## src/bp_settings.svh

```systemverilog
`ifndef BP_SETTINGS_SVH
`define BP_SETTINGS_SVH

// x86 linear address width
`define BP_ADDR_W 32

// direct-mapped split of the fetch EIP
`define BP_INDEX_W 6           // EIP[5:0]
`define BP_TAG_W 26            // EIP[31:6]
`define BP_ENTRIES 64          // 2**BP_INDEX_W

// fetch block size, one sequential step
`define BP_FETCH_BYTES 16

// first fetch after reset
`define BP_RESET_EIP 32'h0000_1000

`endif

```

## src/bp_addr_pkg.sv

```systemverilog
`default_nettype none

`include "bp_settings.svh"

package bp_addr_pkg;

    typedef logic [`BP_ADDR_W-1:0] eip_t;   // instruction pointer
    typedef logic [`BP_ADDR_W-1:0] fip_t;   // fetch-block pointer, even or odd bank
    typedef logic [`BP_TAG_W-1:0] btb_tag_t;
    typedef logic [`BP_INDEX_W-1:0] btb_idx_t;

    // upper bits of the EIP, compared against the stored tag
    function automatic btb_tag_t eip_tag(eip_t eip);
        return eip[`BP_ADDR_W-1 -: `BP_TAG_W];
    endfunction

    // low bits select the BTB line
    function automatic btb_idx_t eip_idx(eip_t eip);
        return eip[`BP_INDEX_W-1:0];
    endfunction

endpackage

`default_nettype wire

```

## src/bp_entry_pkg.sv

```systemverilog
`default_nettype none

package bp_entry_pkg;

    // one BTB line
    typedef struct packed {
        logic                  valid;
        bp_addr_pkg::btb_tag_t tag;
        bp_addr_pkg::eip_t     target;
        bp_addr_pkg::fip_t     fip_e;
        bp_addr_pkg::fip_t     fip_o;
    } btb_entry_t;

    // writeback update for a resolved branch
    typedef struct packed {
        logic              ld;       // one-cycle write strobe
        bp_addr_pkg::eip_t eip;      // EIP of the branch
        bp_addr_pkg::eip_t target;
        bp_addr_pkg::fip_t fip_e;
        bp_addr_pkg::fip_t fip_o;
    } btb_update_t;

    // combinational read result
    typedef struct packed {
        logic              hit;
        bp_addr_pkg::eip_t target;
        bp_addr_pkg::fip_t fip_e;
        bp_addr_pkg::fip_t fip_o;
    } btb_lookup_t;

    // redirect from a later stage
    typedef struct packed {
        logic              valid;
        bp_addr_pkg::eip_t eip;
    } redirect_t;

    typedef struct packed {
        logic              valid;
        bp_addr_pkg::eip_t eip;
        logic              hit;      // predicted taken
        bp_addr_pkg::eip_t target;
        bp_addr_pkg::fip_t fip_e;
        bp_addr_pkg::fip_t fip_o;
    } fetch_packet_t;

    typedef enum logic {
        PCG_BOOT,
        PCG_FETCH
    } pcg_state_t;

endpackage

`default_nettype wire

```

## src/fetch_packet_out.sv

```systemverilog
`default_nettype none

module fetch_packet_out (
    input  logic                        clk,
    input  logic                        rst_n,
    input  logic                        issue,       // from fetch_pc_gen
    input  bp_addr_pkg::eip_t           fetch_eip,
    input  bp_entry_pkg::btb_lookup_t   lookup,
    output bp_entry_pkg::fetch_packet_t fetch
);

    bp_entry_pkg::fetch_packet_t pkt_q;

    // valid tracks issue one cycle later
    // payload only moves on a real fetch, it holds otherwise
    always_ff @(posedge clk) begin
        if (!rst_n) begin
            pkt_q.valid <= 1'b0;
        end else begin
            pkt_q.valid <= issue;
            if (issue) begin
                pkt_q.eip    <= fetch_eip;
                pkt_q.hit    <= lookup.hit;
                pkt_q.target <= lookup.target;
                pkt_q.fip_e  <= lookup.fip_e;
                pkt_q.fip_o  <= lookup.fip_o;
            end
        end
    end

    assign fetch = pkt_q;

endmodule

`default_nettype wire

```

## config.mk

```make
export PLATFORM = sky130hd
export DESIGN_NAME = fetch_packet_out
export DESIGN_NICKNAME = d
export VERILOG_FILES = /design/src/bp_addr_pkg.sv /design/src/bp_entry_pkg.sv /design/src/fetch_packet_out.sv
export VERILOG_INCLUDE_DIRS = /design/src /design/src/src
export SDC_FILE = /design/constraint.sdc
export NUM_CORES = 1
export LEC_CHECK = 0
export ABC_AREA = 1
export BUFFER_PORTS_ARGS = -buffer_cell sky130_fd_sc_hd__clkbuf_2
export CORE_MARGIN = 2
export CORE_UTILIZATION = 37
export CTS_CLUSTER_DIAMETER = 100
export DETAILED_ROUTE_END_ITERATION = 10
export PLACE_DENSITY = 0.71
export SLEW_MARGIN = 20
export SYNTH_ARGS = -nofsm -noshare
export SYNTH_HDL_FRONTEND = slang
export SYNTH_SLANG_ARGS = --single-unit
```

## constraint.sdc

```tcl
create_clock -name clk -period 3.7 [get_ports clk]
set_clock_uncertainty 0.2 [all_clocks]
set_input_delay 0.37 -clock clk [delete_from_list [all_inputs] [get_ports clk]]
set_output_delay 0.37 -clock clk [all_outputs]
set_load 0.03 [all_outputs]
```

==> results of run 1 <==
## cells in the mapped netlist, drive strengths merged
library cell | instances | share of area, %
dfxtp | 1 | 0.51
nand2 | 1 | 0.096
inv | 2 | 0.19
edfxtp | 129 | 99
## per-stage QoR
stage	area (um2)	hold slack (ps)	util, %	cells	setup slack (ps)
after global placement	5400	347	52.6	531	1650
after floorplan	3910	269	-	133	95.5
after detailed placement	5400	349	52.6	531	1610
## kinds of logic after synthesis
logic type / Yosys count / synth area share (%)
flip-flops: 130 / 99.7
AND/OR/NAND/NOR: 1 / 0.0960
buffers and inverters: 2 / 0.192
==> summary.md, run 1 <==
| Metric | Value |
|---|---|
| Total number of yosys warnings | 0 |
| Post-synthesis net count | around 270 |
| Row Count | 37 |
| Post-CTS setup buffer count | 0 |
| Max clock buf depth | 2 |
| Post-CTS Resized | 0 |
| Tool Error | [ERROR RSZ-0060] Max buffer count reached. |
| Status | did not finish |
| Clock root buffer | clkbuf_8 |
| Register area share after synthesis | about 100% |
| Port Buf Inserts | 261 |
| Mean Syn Cell Area | 29.4 um2 |
| Halt Stage | clock tree synthesis |
| Count of cell types in the netlist | 4 |
| IO Pins | 262 |
| #FFs+latches synth | 130 |
| Post-Syn Instances | between 100 and 150 |
| Cts hold-fix bufs | around 110 |
| Gpl congestion | ~0.78 |
| Cts bufs inserted | 17 |
| Post-DP HPWL | 6.56 mm |
| Clk sinks | 130 |
| Die Y-Extent | roughly 110 um |
| Die width | 107 um |
| Starting Density | 38.0% |
| Post-synthesis cell area | slightly below 4000 um2 |
| CTS H-tree depth | 4 |
==> run 2, diff against run 1 <==
CORE_UTILIZATION = 33   (was 37)
CTS_CLUSTER_DIAMETER = unset   (was 100)
PLACE_DENSITY = unset   (was 0.71)
PLACE_DENSITY_LB_ADDON = 0.15   (was unset)
clock period = 4.81 ns   (was 3.7 ns; I/O delays follow)
==> run 2 against run 1 <==
The run now ends clean. Area after synthesis is the same. Synthesized cell count unchanged.
==> summary.md, run 2 <==
| Metric | Value |
|---|---|
| Avg WL per Cell | about 15 um |
| Cts hold-fix bufs | 0 (-100%) |
| Switch share | a little under a quarter |
| Critical path peak fanout | 69 |
| Crit Path Class | input port to flip-flop |
| PnR worst setup slack | 2840 ps |
| Top cells by count, synth | 129 x edfxtp_1, 2 x inv_1, 1 x dfxtp_1, 1 x nand2_1 |
| Status | completed |
| Met1 Usage GRT | 14.8% |
| Post-DP HPWL | 6.63 mm (+1.1%) |
| Commonest non-fill, non-tap cell in the layout | clkbuf_2 |
| Starting Density | 34.1% (-3.9 points) |
| Clock root buffer | clkbuf_16 |
| Switching power | approximately 0.65 mW |
| Largest net degree at the start of global routing | 70 |
| First-pass GRT wire length | approximately 13 mm |
| GR Overflow Total | 0 |
| Area grow syn2layout | 52.9% |
| Post-synth EDFFs | 129 (unchanged) |
| Multi-input gate area | roughly 3.8 um2 |
| Cts bufs inserted | 17 (unchanged) |
| Post-Place Cell Area | 5410 um2 (about the same) |
| Mean Syn Cell Area | 29.4 um2 (unchanged) |
| M3 GR Usage | slightly above 8% |
| Most frequent cell after synthesis | edfxtp_1 |
| Largest cells by area after synthesis | edfxtp_1 99%, dfxtp_1 0.51%, inv_1 0.19% |
| WL final | approximately 9 mm |
| Die Y-Extent | 113 um (+5.7%) |
| Synth Area in Compound Gates | 0% (unchanged) |
| Largest family of logic cells by synthesized area | buffers and inverters |
| Max Cap Violations | 0 |
| Area leader, netlist | edfxtp_1 |
| Post-Synth Adder-Cell Area | 0% (unchanged) |
| Row Count | 39 (+5.4%) |
| Combinational Power Share | about a tenth |
| Die width | 113 um (+5.7%) |
| IO Pins | 262 (unchanged) |
| Reg area | just under 4000 um2 |
| Slowest cell delay on critical path | slightly above 600 ps |
| Largest register FFs | between 100 and 150 |
| RSZ-0062 raised after global routing | false |
| Total number of yosys warnings | 0 (unchanged) |
| WP data required | 4660 ps |
| Clk sinks | 130 (unchanged) |
| #FFs+latches synth | 130 (unchanged) |
| Max Slew Vio Count | 0 |
| Post-Syn Instances | 133 (unchanged) |
| Startpoint types | input port |
| Commonest non-fill, non-tap cells in the layout | 261 x clkbuf_2, 129 x edfxtp_1, 17 x clkbuf_16 |
| Pleak | 2.61 nW |
| Max clock buf depth | 2 (unchanged) |
| Final period util | 40.9% |
| CTS H-tree depth | 4 (unchanged) |
| Post-synthesis net count | 265 (unchanged) |
| Final nets | between 500 and 600 |
| TritonCTS clock tree | done |
| Worst slack, placed | 2390 ps (+781 ps) |
| Slowest stage cell on the critical path | inv_4 |
| Core area | between 10,000 and 15,000 um2 |
| DRC Markers | 0 |
| DR vias | ~2,400 |
| Final ANT Viol Nets | 0 |
| Die area | around 13,000 um2 |
| Worst EP arrival | between 1500 and 2000 ps |
| Minimum clock period | a little under 2000 ps |
| Port Buf Inserts | 261 (unchanged) |
| GRT Total Usage | around 14% |
| Hold Vio Cnt, Final | 0 |
| Clk network pwr share | approximately 42% |
| Fmax | 508 MHz |
| Via-to-Cell Ratio | about 4.2 |
| Yosys top cell area share | 99.2% (unchanged) |
| Most used routing layer in global routing | met2 |
| Predominant post-synthesis flop cell | edfxtp_1 |
| Post-CTS setup buffer count | 0 (unchanged) |
| Register area share after synthesis | 99.7% (unchanged) |
| Antenna violations before repair | 0 |
| PD cells | around 480 nW/um2 |
| Initial DRC Count | between 100 and 150 |
| Sequential power share | between 40% and 50% |
| Vias in the first global route | ~2,500 |
| Setup TNS | 0 ps |
| Worst-margin pin slew | approximately 830 ps |
| Layout Utilization | 52.1% |
| Drt pass-1 iters | 4 |
| Pint | approximately 2.2 mW |
| Final instance area | about 6000 um2 |
| Count of cell types in the netlist | 4 (unchanged) |
| Crit path cell chain | clkbuf_2, nand2_1, inv_4, buf_4 |
| Post-CTS Resized | 0 (unchanged) |
| Gpl congestion | 0.712 (-9.0%) |
| Worst vdd ir | between 0.2 and 0.3 mV |
| Layout cells sized above 1 | between 60% and 70% |
| Worst hold path class | input port to flip-flop |
| Post-synthesis cell area | 3900 um2 (unchanged) |
| Met2 Usage GRT | about 22% |
| FFs w/ async S/R, synth | 0% (unchanged) |
| Post-Synth Simple-Gate Area | 0.0961% (unchanged) |
| Fill cell count | ~950 |
| Mux cell area share after synthesis | 0% (unchanged) |
| Synth Area in XOR/XNOR | 0% (unchanged) |
| Relative slew slack | 44.5% |
| Worst Setup End Kind | flip-flop |
| Worst-path clk slew | roughly 50 ps |
| Antenna fix cells | 0 |
| Final setup vio count | 0 |
-- run 2: cell counts after synthesis --
Identical to the previous run, type by type.
-- run 2: power groups by stage --
| stage | Combinational [mW] | Clock, mW | Sequential (mW) |
|---|---|---|---|
| floorplan | 0.0152 | 0 | 1.53 |
| global placement | 0.298 | 0 | 1.37 |
| detailed placement | 0.299 | 0 | 1.38 |
| CTS | 0.299 | 1.23 | 1.35 |
| global route | 0.311 | 1.27 | 1.36 |
| finish | 0.294 | 1.20 | 1.35 |
-- run 2: critical path, delay by kind of cell --
| family | cells | cell delay (ps) |
|---|---|---|
| buffers and inverters | 3 | 1200 |
| and+or+nand+nor | 1 | 100 |
-- run 2: per-layer routing --
layer	wire, um	part of all wire (%)
met1	3030	34
met2	4420	50
met3	1150	13
met4	197	2.2
met5	0	0
-- run 2: logic make-up after synthesis --
group                  after synthesis
buffers and inverters                2
flip-flops                         130
AND/OR/NAND/NOR                      1
-- run 2: stage by stage --
| stage | total power, mW | hold slack, ps | cells |
|---|---|---|---|
| global route | 2.94 | 25.1 | 571 |
| floorplan | 1.55 | 380 | 133 |
| finish | 2.84 | 44.3 | 571 |
| detailed placement | 1.67 | 460 | 539 |
| global placement | 1.67 | 458 | 539 |
| CTS | 2.88 | 28.1 | 571 |
-- run 2: final timing paths --
kind	startpoint	end	slack (ps)	depth (start not counted)
hold / removal	fetch_eip[25]	fetch[122]$_DFFE_PP_	40	1
setup / recovery	rst_n	fetch[27]$_DFFE_PP_	2840	4
-- run 2: area by class of cell --
type,instances,share of cell area (%)
Tap cell,143,3.00
Sequential cell,130,65.2
Timing Repair Buffer,263,22.1
Clock inverter,5,0.838
Clock buffer,27,8.59
Inverter,2,0.168
Multi-Input combinational cell,1,0.0629
(Power assumes the default switching activity.)
==> run 3, diff against run 2 <==
clock period = 2.05 ns   (was 4.81 ns; I/O delays follow)
==> run 3 against run 2 <==
The flow now stops in clock tree synthesis. Area after synthesis is the same. Synthesized cell count is the same.
==> summary.md, run 3 <==
| Metric | Value |
|---|---|
| Largest family of logic cells by synthesized area | buffers and inverters |
| Row Count | 39 (unchanged) |
| Cts bufs inserted | 17 (unchanged) |
| Status | did not finish |
| Register area share after synthesis | 99.7% (unchanged) |
| Most frequent cell after synthesis | edfxtp_1 |
| Starting Density | 34.1% (unchanged) |
| Port Buf Inserts | 261 (unchanged) |
| Clk sinks | 130 (unchanged) |
| IO Pins | 262 (unchanged) |
| Yosys top cell area share | 99.2% (unchanged) |
| Worst slack, placed | 596 ps (-1800 ps) |
| Post-Synth Adder-Cell Area | 0% (unchanged) |
| Mux cell area share after synthesis | 0% (unchanged) |
| Synth Area in Compound Gates | 0% (unchanged) |
| Max clock buf depth | 2 (unchanged) |
| Mean Syn Cell Area | 29.4 um2 (unchanged) |
| Die width | 113 um (unchanged) |
| #FFs+latches synth | 130 (unchanged) |
| Tool Error | [ERROR RSZ-0060] Max buffer count reached. |
| Largest cells by area after synthesis | edfxtp_1 99%, dfxtp_1 0.51%, inv_1 0.19% |
| Post-CTS setup buffer count | 0 (unchanged) |
| Total number of yosys warnings | 0 (unchanged) |
| Clock root buffer | clkbuf_16 |
| FFs w/ async S/R, synth | 0% (unchanged) |
| Post-Syn Instances | 133 (unchanged) |
| Post-Synth Simple-Gate Area | 0.0961% (unchanged) |
| Die Y-Extent | 113 um (unchanged) |
| Top cells by count, synth | 129 x edfxtp_1, 2 x inv_1, 1 x dfxtp_1, 1 x nand2_1 |
| Post-synthesis cell area | 3900 um2 (unchanged) |
| Post-synthesis net count | 265 (unchanged) |
| CTS H-tree depth | 4 (unchanged) |
| Halt Stage | clock tree synthesis |
| Post-CTS Resized | 0 (unchanged) |
| Predominant post-synthesis flop cell | edfxtp_1 |
| Cts hold-fix bufs | 115 (+115) |
| Area leader, netlist | edfxtp_1 |
| Gpl congestion | 0.690 (-3.0%) |
| Synth Area in XOR/XNOR | 0% (unchanged) |
| Count of cell types in the netlist | 4 (unchanged) |
| Post-synth EDFFs | 129 (unchanged) |
run 3: logic make-up after synthesis:
logic type    after synthesis
simple gates                1
flops                     130
buf+inv                     2
run 3: through the flow:
step                util [%]  cells  setup TNS, ps  cell area [um2]
floorplan                  -    133         -88780             3930
global placement        47.5    539              0             5450
detailed placement      47.5    539              0             5450
