<file path="src/bp_settings.svh">
`ifndef BP_SETTINGS_SVH
`define BP_SETTINGS_SVH

// x86 linear address width
`define BP_ADDR_W 32

// direct-mapped split of the fetch EIP
`define BP_INDEX_W 6           // EIP[5:0]
`define BP_TAG_W 26            // EIP[31:6]
`define BP_ENTRIES 64          // 2**BP_INDEX_W

// fetch block size, one sequential step
`define BP_FETCH_BYTES 16

// first fetch after reset
`define BP_RESET_EIP 32'h0000_1000

`endif

</file>
<file path="src/bp_addr_pkg.sv">
`default_nettype none

`include "bp_settings.svh"

package bp_addr_pkg;

    typedef logic [`BP_ADDR_W-1:0] eip_t;   // instruction pointer
    typedef logic [`BP_ADDR_W-1:0] fip_t;   // fetch-block pointer, even or odd bank
    typedef logic [`BP_TAG_W-1:0] btb_tag_t;
    typedef logic [`BP_INDEX_W-1:0] btb_idx_t;

    // upper bits of the EIP, compared against the stored tag
    function automatic btb_tag_t eip_tag(eip_t eip);
        return eip[`BP_ADDR_W-1 -: `BP_TAG_W];
    endfunction

    // low bits select the BTB line
    function automatic btb_idx_t eip_idx(eip_t eip);
        return eip[`BP_INDEX_W-1:0];
    endfunction

endpackage

`default_nettype wire

</file>
<file path="src/bp_entry_pkg.sv">
`default_nettype none

package bp_entry_pkg;

    // one BTB line
    typedef struct packed {
        logic                  valid;
        bp_addr_pkg::btb_tag_t tag;
        bp_addr_pkg::eip_t     target;
        bp_addr_pkg::fip_t     fip_e;
        bp_addr_pkg::fip_t     fip_o;
    } btb_entry_t;

    // writeback update for a resolved branch
    typedef struct packed {
        logic              ld;       // one-cycle write strobe
        bp_addr_pkg::eip_t eip;      // EIP of the branch
        bp_addr_pkg::eip_t target;
        bp_addr_pkg::fip_t fip_e;
        bp_addr_pkg::fip_t fip_o;
    } btb_update_t;

    // combinational read result
    typedef struct packed {
        logic              hit;
        bp_addr_pkg::eip_t target;
        bp_addr_pkg::fip_t fip_e;
        bp_addr_pkg::fip_t fip_o;
    } btb_lookup_t;

    // redirect from a later stage
    typedef struct packed {
        logic              valid;
        bp_addr_pkg::eip_t eip;
    } redirect_t;

    typedef struct packed {
        logic              valid;
        bp_addr_pkg::eip_t eip;
        logic              hit;      // predicted taken
        bp_addr_pkg::eip_t target;
        bp_addr_pkg::fip_t fip_e;
        bp_addr_pkg::fip_t fip_o;
    } fetch_packet_t;

    typedef enum logic {
        PCG_BOOT,
        PCG_FETCH
    } pcg_state_t;

endpackage

`default_nettype wire

</file>
<file path="src/fetch_pc_gen.sv">
`default_nettype none

`include "bp_settings.svh"

module fetch_pc_gen (
    input  logic                      clk,
    input  logic                      rst_n,
    input  logic                      stall,
    input  bp_entry_pkg::redirect_t   redirect,
    input  bp_entry_pkg::btb_lookup_t lookup,
    output bp_addr_pkg::eip_t         fetch_eip,
    output logic                      issue
);

    bp_entry_pkg::pcg_state_t state_q;
    bp_entry_pkg::pcg_state_t state_d;
    bp_addr_pkg::eip_t        eip_q;
    bp_addr_pkg::eip_t        eip_d;
    bp_addr_pkg::eip_t        eip_seq;

    // next sequential block, wraps at 32 bits
    assign eip_seq = eip_q + bp_addr_pkg::eip_t'(`BP_FETCH_BYTES);

    always_comb begin
        state_d = state_q;
        eip_d   = eip_q;
        case (state_q)
            bp_entry_pkg::PCG_BOOT: begin
                state_d = bp_entry_pkg::PCG_FETCH;
                eip_d   = `BP_RESET_EIP;
            end
            bp_entry_pkg::PCG_FETCH: begin
                if (redirect.valid) begin
                    eip_d = redirect.eip;       // later stage wins over everything
                end else if (stall) begin
                    eip_d = eip_q;
                end else if (lookup.hit) begin
                    eip_d = lookup.target;      // every hit is predicted taken
                end else begin
                    eip_d = eip_seq;
                end
            end
            default: begin
                state_d = bp_entry_pkg::PCG_BOOT;
                eip_d   = `BP_RESET_EIP;
            end
        endcase
    end

    always_ff @(posedge clk) begin
        if (!rst_n) begin
            state_q <= bp_entry_pkg::PCG_BOOT;
            eip_q   <= `BP_RESET_EIP;
        end else begin
            state_q <= state_d;
            eip_q   <= eip_d;
        end
    end

    assign fetch_eip = eip_q;

    // the current EIP is a real fetch only when it is neither held nor discarded
    assign issue = (state_q == bp_entry_pkg::PCG_FETCH) && !stall && !redirect.valid;

endmodule

`default_nettype wire

</file>
<file path="config.mk">
export PLATFORM = sky130hd
export DESIGN_NAME = fetch_pc_gen
export DESIGN_NICKNAME = d
export VERILOG_FILES = /design/src/bp_addr_pkg.sv /design/src/bp_entry_pkg.sv /design/src/fetch_pc_gen.sv
export VERILOG_INCLUDE_DIRS = /design/src /design/src/src
export SDC_FILE = /design/constraint.sdc
export NUM_CORES = 1
export LEC_CHECK = 0
export BUFFER_PORTS_ARGS = -buffer_cell sky130_fd_sc_hd__buf_4
export CORE_UTILIZATION = 39
export CTS_CLUSTER_DIAMETER = 120
export DETAILED_ROUTE_END_ITERATION = 10
export HOLD_SLACK_MARGIN = 0.15
export PLACE_DENSITY = 0.83
export SKIP_CTS_REPAIR_TIMING = 1
export SKIP_LAST_GASP = 1
export SLEW_MARGIN = 20
export SYNTH_ARGS = -nofsm -noshare
export SYNTH_HDL_FRONTEND = slang
export SYNTH_SLANG_ARGS = --single-unit
</file>
<file path="constraint.sdc">
create_clock -name clk -period 2.1 [get_ports clk]
set_input_delay 0.42 -clock clk [delete_from_list [all_inputs] [get_ports clk]]
set_output_delay 0.42 -clock clk [all_outputs]
set_load 0.005 [all_outputs]
</file>
==> results of run 1 <==
logic make-up (layout without fill, tap and decap cells):
| kind of cell | Yosys count | in the layout |
|---|---|---|
| and+or+nand+nor | 138 | 138 |
| AOI/OAI and AO/OA | 120 | 120 |
| DFF | 33 | 33 |
| buffers and inverters | 29 | 141 |
| xor gates and xnor gates | 9 | 9 |
| muxes | 2 | 2 |
| adders and majority gates | 1 | 1 |
cell usage in the layout, fill, tap and decap left out, drive strengths merged, types with 7 or more instances in the layout:
master,n
inv,8
a22oi,8
nand2b,8
clkbuf,7
nand4,12
dfxtp,33
nand2,36
nand3,13
nor3,9
buf,124
o22ai,11
o21ai,34
a21oi,23
nor2,26
power groups by stage:
stage / registers, W / logic, W / clock network [W]
final: 0.000709 / 0.000415 / 0.000645
after global routing: 0.000713 / 0.000456 / 0.000683
after CTS: 0.000706 / 0.000413 / 0.000650
after detailed placement: 0.000720 / 0.000412 / 0
after global placement: 0.000719 / 0.000401 / 0
after floorplan: 0.000713 / 0.000185 / 0
metrics by stage:
stage,setup slack (ns),area [sq um]
final,0.214,3460
after global routing,0.119,3460
after CTS,0.240,3460
after detailed placement,0.217,3340
after global placement,0.282,3340
after floorplan,0.366,2390
routing by layer:
| metal | GRT usage, % | vias to the layer above | wire (um) |
|---|---|---|---|
| met3 | 5.68 | 23 | 888 |
| li1 | - | 1485 | - |
| met4 | 14.5 | 0 | 263 |
| met2 | 46.9 | 198 | 4020 |
| met1 | 34.5 | 1429 | 3480 |
| met5 | 0 | - | 0 |
state kept, by name (all words and copies together) (netlist names):
| register | count |
|---|---|
| fetch_eip | 32 |
| state_q | 1 |
how the worst max path moves through the flow:
stage	from	end
after floorplan	fetch_eip[4]	fetch_eip[24]
after global placement	redirect[32]	fetch_eip[21]
after detailed placement	redirect[32]	fetch_eip[21]
after CTS	fetch_eip[6]	fetch_eip[31]
after global routing	fetch_eip[6]	fetch_eip[31]
final	fetch_eip[6]	fetch_eip[31]
synth_stat cells, types with 5 or more instances:
cell	n	area (sq um)
a211oi_1	6	45.0
a21oi_1	23	115
a22oi_1	8	60.1
and3_1	6	37.5
and4_1	5	43.8
clkbuf_1	13	48.8
dfxtp_1	33	661
inv_1	8	30.0
nand2_1	36	135
nand2b_1	8	50.1
nand3_1	11	55.1
nand4_1	12	75.1
nor2_1	26	97.6
nor2b_1	5	31.3
nor3_1	8	40.0
nor3b_1	5	37.5
nor4_1	5	31.3
o211ai_1	5	37.5
o21ai_0	32	160
o22ai_1	11	68.8
o31ai_1	5	37.5
xnor2_1	6	52.6
worst max-delay path, stage by stage, from the launching register on:
cell and delay (ns):
dfxtp_1 0.46, and4_1 0.38, nand3_2 0.20, nor4_1 0.45
xnor2_1 0.18, o22ai_1 0.09
final cells by class:
class,count,share of cell area (%)
multi-input cells,270,46.9
repair buffers,124,26.9
flip-flops and latches,33,19.1
well taps,75,2.72
clock buffers,7,2.50
inverters,9,0.978
clock inverters,1,0.869
==> results.yml, run 1 <==
status:
  status: "finished, final reports clean"
floorplanning:
  die_height_um: 80.4
  fp-row-count: 28
  die-area_sq_um: 6460
  coreArea_sq_um: 5920
  ioPinCount: 166
  initial_core_util_pct: 40.4
  die_w_um: 80.4
critical_path:
  reg2reg_slack_ns: 0.21
  start_kind: "flop"
  reg2reg_depth: 5
  worstSetupPathType: "flop to flop"
  timing.rr.start: "fetch_eip[6]"
  arrival_ns: 2.05
  cp.required_ns: 2.27
  path_max_fanout: 8
  rr_endpoint: "fetch_eip[31]"
  endpoint_kind: "flop"
sta:
  setup_violations: 0
  fin_skew_ns: 0.0119
  layout_min_cycle_time_ns: 1.89
  rsz0062_at_grt: "no"
  fmax_ghz: 0.530
  hold_viol_final: 0
  hold_slack_ns: 0.277
  max-slew-margin-rel_pct: 66.8
  finalCritPeriodShare_pct: 89.8
  finalSetupTns_ns: 0
  worst_slew_pin_slew_ns: 0.499
  drv_slew: 0
logic_synthesis:
  ys_ff_latch: 33
  synth_edf_count: 0
  synth_top_family_by_area: "compound AO/OA/AOI/OAI gates"
  synthMuxAreaShare_pct: 0.836
  avgSynthCellArea_sq_um: 7.21
  yosysWarnings: 0
  synthCells: 332
  synthesis.nets: 466
  synthAdderAreaFrac_pct: 0.522
  yosys.area_share.simple_pct: 30.7
  synthArstFlopShare_pct: 0
  yosysUniqueCellTypes: 53
  seq_area_frac_synth_pct: 27.6
  synthXorXnorAreaFrac_pct: 3.29
  syn_area_sq_um: 2390
  synth-compound-area-share_pct: 32.3
  synth_ff_type: "dfxtp_1"
placed_design:
  dp_hpwl_um: 6630
  dp.cells: 511
  place.gp.congestion: 0.962
  portBuffers: 101
power_and_ir_drop:
  internal_power_w: 0.00127
  p_per_area_nw_per_um2: 512
  p_leak_nw: 1.43
  ir_drop_mv: 0.257
  swShare_pct: 28.3
  p_sw_w: 0.000501
  combPwrFrac_pct: 23.5
  seq_power_share_pct: 40.1
  clockPowerShare_pct: 36.4
  p_total_w: 0.00177
routing:
  dr_total_vias: 3135
  drtIter0Drc: 264
  drc: 0
  wl_um: 8660
  routedWlPerCell_um: 16.7
  firstDrtPassIters: 5
  drtAntennaViolNets: 0
  viasPerCell: 6.04
cells_and_area:
  drive_gt1_share_pct: 30.9
  layoutNonFillerInstCount: 519
  antenna_cells: 0
  fin_nets: 577
  area_growth_pct: 44.3
  final-seq-area_sq_um: 661
  multi_input_area_sq_um: 1620
  n_fill_cell: 549
  fin_util_pct: 58.4
global_routing:
  antenna_found_initial: 0
  gr-total-overflow: 0
  first_global_vias: 2956
  grt_pass1_wl_um: 13900
  grtUsageTotal_pct: 28.3
  grt_max_degree: 21
min_path:
  holdPathStages: 1
  holdPathEnd: "state_q"
  worstHoldStart: "rst_n"
  min_path_type: "input port to flop"
clocking:
  cts.sinks: 33
  numCtsBuffers: 5
  root_buffer: "clkbuf_8"
  clk_pin_slew_ns: 0.07
  cts_tree: "done"
  htreeDepth: 2
  clk_latency_ns: 0.30
  clockBufferDepth: 2
job:
  maxCapViolations: 0
No activity file was read; power rests on OpenSTA's default activity.
==> run 2, diff against run 1 <==
--- a/config.mk
+++ b/config.mk
@@ -7,11 +7,12 @@
 export NUM_CORES = 1
 export LEC_CHECK = 0
 export BUFFER_PORTS_ARGS = -buffer_cell sky130_fd_sc_hd__buf_4
-export CORE_UTILIZATION = 39
+export CORE_UTILIZATION = 40
 export CTS_CLUSTER_DIAMETER = 120
 export DETAILED_ROUTE_END_ITERATION = 10
 export HOLD_SLACK_MARGIN = 0.15
-export PLACE_DENSITY = 0.83
+export MAX_ROUTING_LAYER = met4
+export PLACE_DENSITY = 0.85
 export SKIP_CTS_REPAIR_TIMING = 1
 export SKIP_LAST_GASP = 1
 export SLEW_MARGIN = 20
==> results.yml, run 2 (synthesis results as in run 1) <==
critical_path:
  timing.rr.start: "fetch_eip[5]"
  start_kind: "flop"
  reg2reg_depth: 6
  rr_endpoint: "fetch_eip[24]"
  crit_path_start: "fetch_eip[5]"
  cp-endpoint: "fetch_eip[24]"
  arrival_ns: 2.06
  cp.required_ns: 2.27
  reg2reg_slack_ns: 0.21
  worstSetupPathType: "flop to flop"
  endpoint_kind: "flop"
  path_max_fanout: 6
cells_and_area:
  drive_gt1_share_pct: 30.7
  layout_common_cells: "buf_4 (122), nand2_1 (36), dfxtp_1 (33)"
  antenna_cells: 0
  largest_reg_flops: 32
  fin_nets: 576
  final_common_cell: "buf_4"
  area_growth_pct: 44.4
  fin_util_pct: 61.3
clocking:
  clk_pin_slew_ns: 0.07
  htreeDepth: 2
  numCtsBuffers: 5
  clk_latency_ns: 0.28
  clockBufferDepth: 2
  cts.sinks: 33
  cts_tree: "done"
  root_buffer: "clkbuf_8"
floorplanning:
  die_height_um: 79.4
  fp-row-count: 27
  ioPinCount: 166
  die_w_um: 79.4
  die-area_sq_um: 6300
  coreArea_sq_um: 5640
  initial_core_util_pct: 42.4
job:
  maxCapViolations: 0
sta:
  hold_viol_final: 0
  fin_skew_ns: 0.00777
  max-slew-margin-rel_pct: 68.3
  drv_slew: 0
  rsz0062_at_grt: "no"
  setup_violations: 0
  layout_min_cycle_time_ns: 1.89
  fmax_ghz: 0.529
  finalWorstSetupSlack_ns: 0.208
  finalCritPeriodShare_pct: 90.1
  worst_slew_pin_slew_ns: 0.475
  finalSetupTns_ns: 0
  hold_slack_ns: 0.286
global_routing:
  grtUsageTotal_pct: 28.6
  gr-total-overflow: 0
  first_global_vias: 2980
  grt_max_degree: 21
  grt_pass1_wl_um: 13800
  antenna_found_initial: 0
power_and_ir_drop:
  p_leak_nw: 1.43
  p_per_area_nw_per_um2: 507
  ir_drop_mv: 0.274
routing:
  viasPerCell: 6.18
  drc: 0
  drtAntennaViolNets: 0
  firstDrtPassIters: 5
  routedWlPerCell_um: 17.0
  dr_total_vias: 3185
  drtIter0Drc: 263
  wl_um: 8730
placed_design:
  place.gp.congestion: 0.973
  portBuffers: 101
  dp_hpwl_um: 6760
  dp_slack_ns: 0.121
min_path:
  min_path_type: "input port to flop"
status:
  status: "finished, final reports clean"
## run 2: cell types whose count changed in the layout (fill, tap and decap cells not counted)
cell and change:
buf_12 +1, buf_4 -2
## run 2: final cells by class
| class | instances | area, sq um |
|---|---|---|
| Clock buffer | 7 | 86.3 |
| Clock inverter | 1 | 30.0 |
| Fill cell | 506 | 2180 |
| Inverter | 9 | 33.8 |
| Multi-Input combinational cell | 270 | 1620 |
| Sequential cell | 33 | 661 |
| Tap cell | 72 | 90.1 |
| Timing Repair Buffer | 123 | 936 |
## run 2: worst min-delay path by stage
| stage | to | cells after the start | startpoint | slack (ns) |
|---|---|---|---|---|
| after floorplan | state_q | 0 | rst_n | 0.45 |
| after global placement | fetch_eip[3] | 2 | fetch_eip[3] | 0.48 |
| after detailed placement | fetch_eip[0] | 2 | fetch_eip[0] | 0.48 |
| after CTS | state_q | 1 | rst_n | 0.28 |
| after global routing | state_q | 1 | rst_n | 0.28 |
| final | state_q | 1 | rst_n | 0.29 |
## run 2: where the power goes
group | leakage (nW) | total [W] | switching (W) | internal [W]
logic | 1.10 | 0.000417 | 0.000194 | 0.000223
clock network | 0.0585 | 0.000626 | 0.000239 | 0.000387
registers | 0.270 | 0.000710 | 0.0000513 | 0.000658
## run 2: through the flow
step	instances	area, sq um	power, W
after floorplan	332	2390	0.000898
after global placement	507	3340	0.00112
after detailed placement	507	3340	0.00113
after CTS	515	3460	0.00175
after global routing	515	3460	0.00183
final	515	3460	0.00175
## run 2: worst max-delay path, stage by stage (launching register included)
cell and delay [ns]:
dfxtp_1 0.40, ha_1 0.19, nand3_1 0.19, or3_4 0.46, nor4_4 0.29, xnor2_1 0.15, o21ai_1 0.09
## run 2: per-layer routing
metal	vias to the layer above	routed length [um]	global-route usage, %
met2	203	4100	45.8
met4	0	267	12.4
met5	-	0	-
li1	1483	-	-
met3	30	779	6.29
met1	1469	3580	34.6
==> run 3, diff against run 2 <==
--- a/config.mk
+++ b/config.mk
@@ -12,10 +12,11 @@
 export DETAILED_ROUTE_END_ITERATION = 10
 export HOLD_SLACK_MARGIN = 0.15
 export MAX_ROUTING_LAYER = met4
-export PLACE_DENSITY = 0.85
+export PLACE_DENSITY = 0.77
 export SKIP_CTS_REPAIR_TIMING = 1
 export SKIP_LAST_GASP = 1
 export SLEW_MARGIN = 20
 export SYNTH_ARGS = -nofsm -noshare
 export SYNTH_HDL_FRONTEND = slang
 export SYNTH_SLANG_ARGS = --single-unit
+export TNS_END_PERCENT = 100
==> results.yml, run 3 (synthesis results as in run 1) <==
clocking:
  clockBufferDepth: 2
  numCtsBuffers: 5
  cts_tree: "done"
  htreeDepth: 2
  clk_pin_slew_ns: 0.07
  cts.sinks: 33
  root_buffer: "clkbuf_8"
  clk_latency_ns: 0.29
floorplanning:
  die-area_sq_um: 6300
  fp-row-count: 27
  ioPinCount: 166
  die_w_um: 79.4
  die_height_um: 79.4
  coreArea_sq_um: 5640
  initial_core_util_pct: 42.4
sta:
  setup_violations: 0
  hold_viol_final: 0
  worst_slew_pin_slew_ns: 0.512
  finalSetupTns_ns: 0
  fmax_ghz: 0.529
  rsz0062_at_grt: "no"
  finalCritPeriodShare_pct: 90.1
  drv_slew: 0
  max-slew-margin-rel_pct: 65.6
  layout_min_cycle_time_ns: 1.89
  fin_skew_ns: 0.00289
global_routing:
  antenna_found_initial: 0
  grtUsageTotal_pct: 29.2
  met1_usage_pct: 37.3
  first_global_vias: 2881
  grt_max_degree: 22
  met2_usage_pct: 48.7
  gr-total-overflow: 0
  grt_pass1_wl_um: 14000
  met3_usage_pct: 5.03
  busiest_layer: "met2"
critical_path:
  endpoint_kind: "flop"
  crit_path_start: "fetch_eip[7]"
  worstSetupPathType: "flop to flop"
  cp.required_ns: 2.27
  timing.rr.start: "fetch_eip[7]"
  arrival_ns: 2.07
  start_kind: "flop"
  path_max_fanout: 7
power_and_ir_drop:
  p_leak_nw: 1.43
  p_per_area_nw_per_um2: 488
  ir_drop_mv: 0.292
placed_design:
  dp.cells: 509
  place_area_sq_um: 3340
  place.gp.congestion: 0.943
  dp_hpwl_um: 6750
  portBuffers: 101
job:
  maxCapViolations: 0
routing:
  drc: 0
  routedWlPerCell_um: 17.1
  wl_um: 8830
  dr_total_vias: 3143
  viasPerCell: 6.08
  firstDrtPassIters: 5
  drtIter0Drc: 403
  drtAntennaViolNets: 0
cells_and_area:
  largest_reg_flops: 32
  fin_nets: 578
  n_fill_cell: 528
  area_growth_pct: 43.8
  antenna_cells: 0
  layoutNonFillerInstCount: 517
  final_common_cell: "buf_4"
  drive_gt1_share_pct: 31.2
  final_cell_area_sq_um: 3440
  layout_common_cells: "buf_4 (125), nand2_1 (36), dfxtp_1 (33)"
min_path:
  worstHoldStart: "rst_n"
  min_path_type: "input port to flop"
status:
  status: "finished, final reports clean"
-- run 3: cell types whose count changed in the layout (fill, tap and decap cells not counted) --
cell	before	now
clkbuf_8	6	7
clkinv_2	0	1
clkbuf_1	1	0
bufinv_16	1	0
buf_4	122	125
buf_12	1	0
-- run 3: layer usage --
layer	vias to the layer above	part of all wire, %
met2	211	46
met4	0	1.5
met5	-	0
li1	1487	-
met3	27	11
met1	1418	42
-- run 3: final timing paths --
check                                endpoint  cells after the start  slack (ns)
worst max register to register  fetch_eip[29]                      5        0.21
worst min register to register   fetch_eip[1]                      2        0.50
worst max-delay path            fetch_eip[29]                      5        0.21
worst min-delay path                  state_q                      1        0.29
-- run 3: per-stage QoR --
stage,setup WS [ns],hold WS (ns),utilization [%],power (W)
CTS,0.249,0.289,61.1,0.00168
global route,0.137,0.287,61.1,0.00176
global placement,0.171,0.471,59.3,0.00112
floorplan,0.366,0.448,-,0.000898
detailed placement,0.167,0.488,59.3,0.00113
finish,0.208,0.291,61.1,0.00168
-- run 3: cell type report --
| cell class | instances | area [sq um] | share of cell area, % |
|---|---|---|---|
| Multi-Input combinational cell | 270 | 1620 | 47.0 |
| Timing Repair Buffer | 125 | 938 | 27.2 |
| Sequential cell | 33 | 661 | 19.2 |
| Clock buffer | 7 | 96.3 | 2.80 |
| Tap cell | 72 | 90.1 | 2.62 |
| Inverter | 9 | 33.8 | 0.981 |
| Clock inverter | 1 | 5.00 | 0.145 |
-- run 3: critical path: stages (launching register included) --
cell,delay (ns)
dfxtp_1,0.45
and4_1,0.37
nand2_1,0.16
nor4_1,0.52
xnor2_1,0.18
o22ai_1,0.09
-- run 3: report_power, final --
| group | leakage [nW] | internal (W) | switching, W |
|---|---|---|---|
| sequential | 0.270 | 0.000658 | 0.0000502 |
| clock | 0.0542 | 0.000297 | 0.000258 |
| combinational | 1.11 | 0.000223 | 0.000196 |
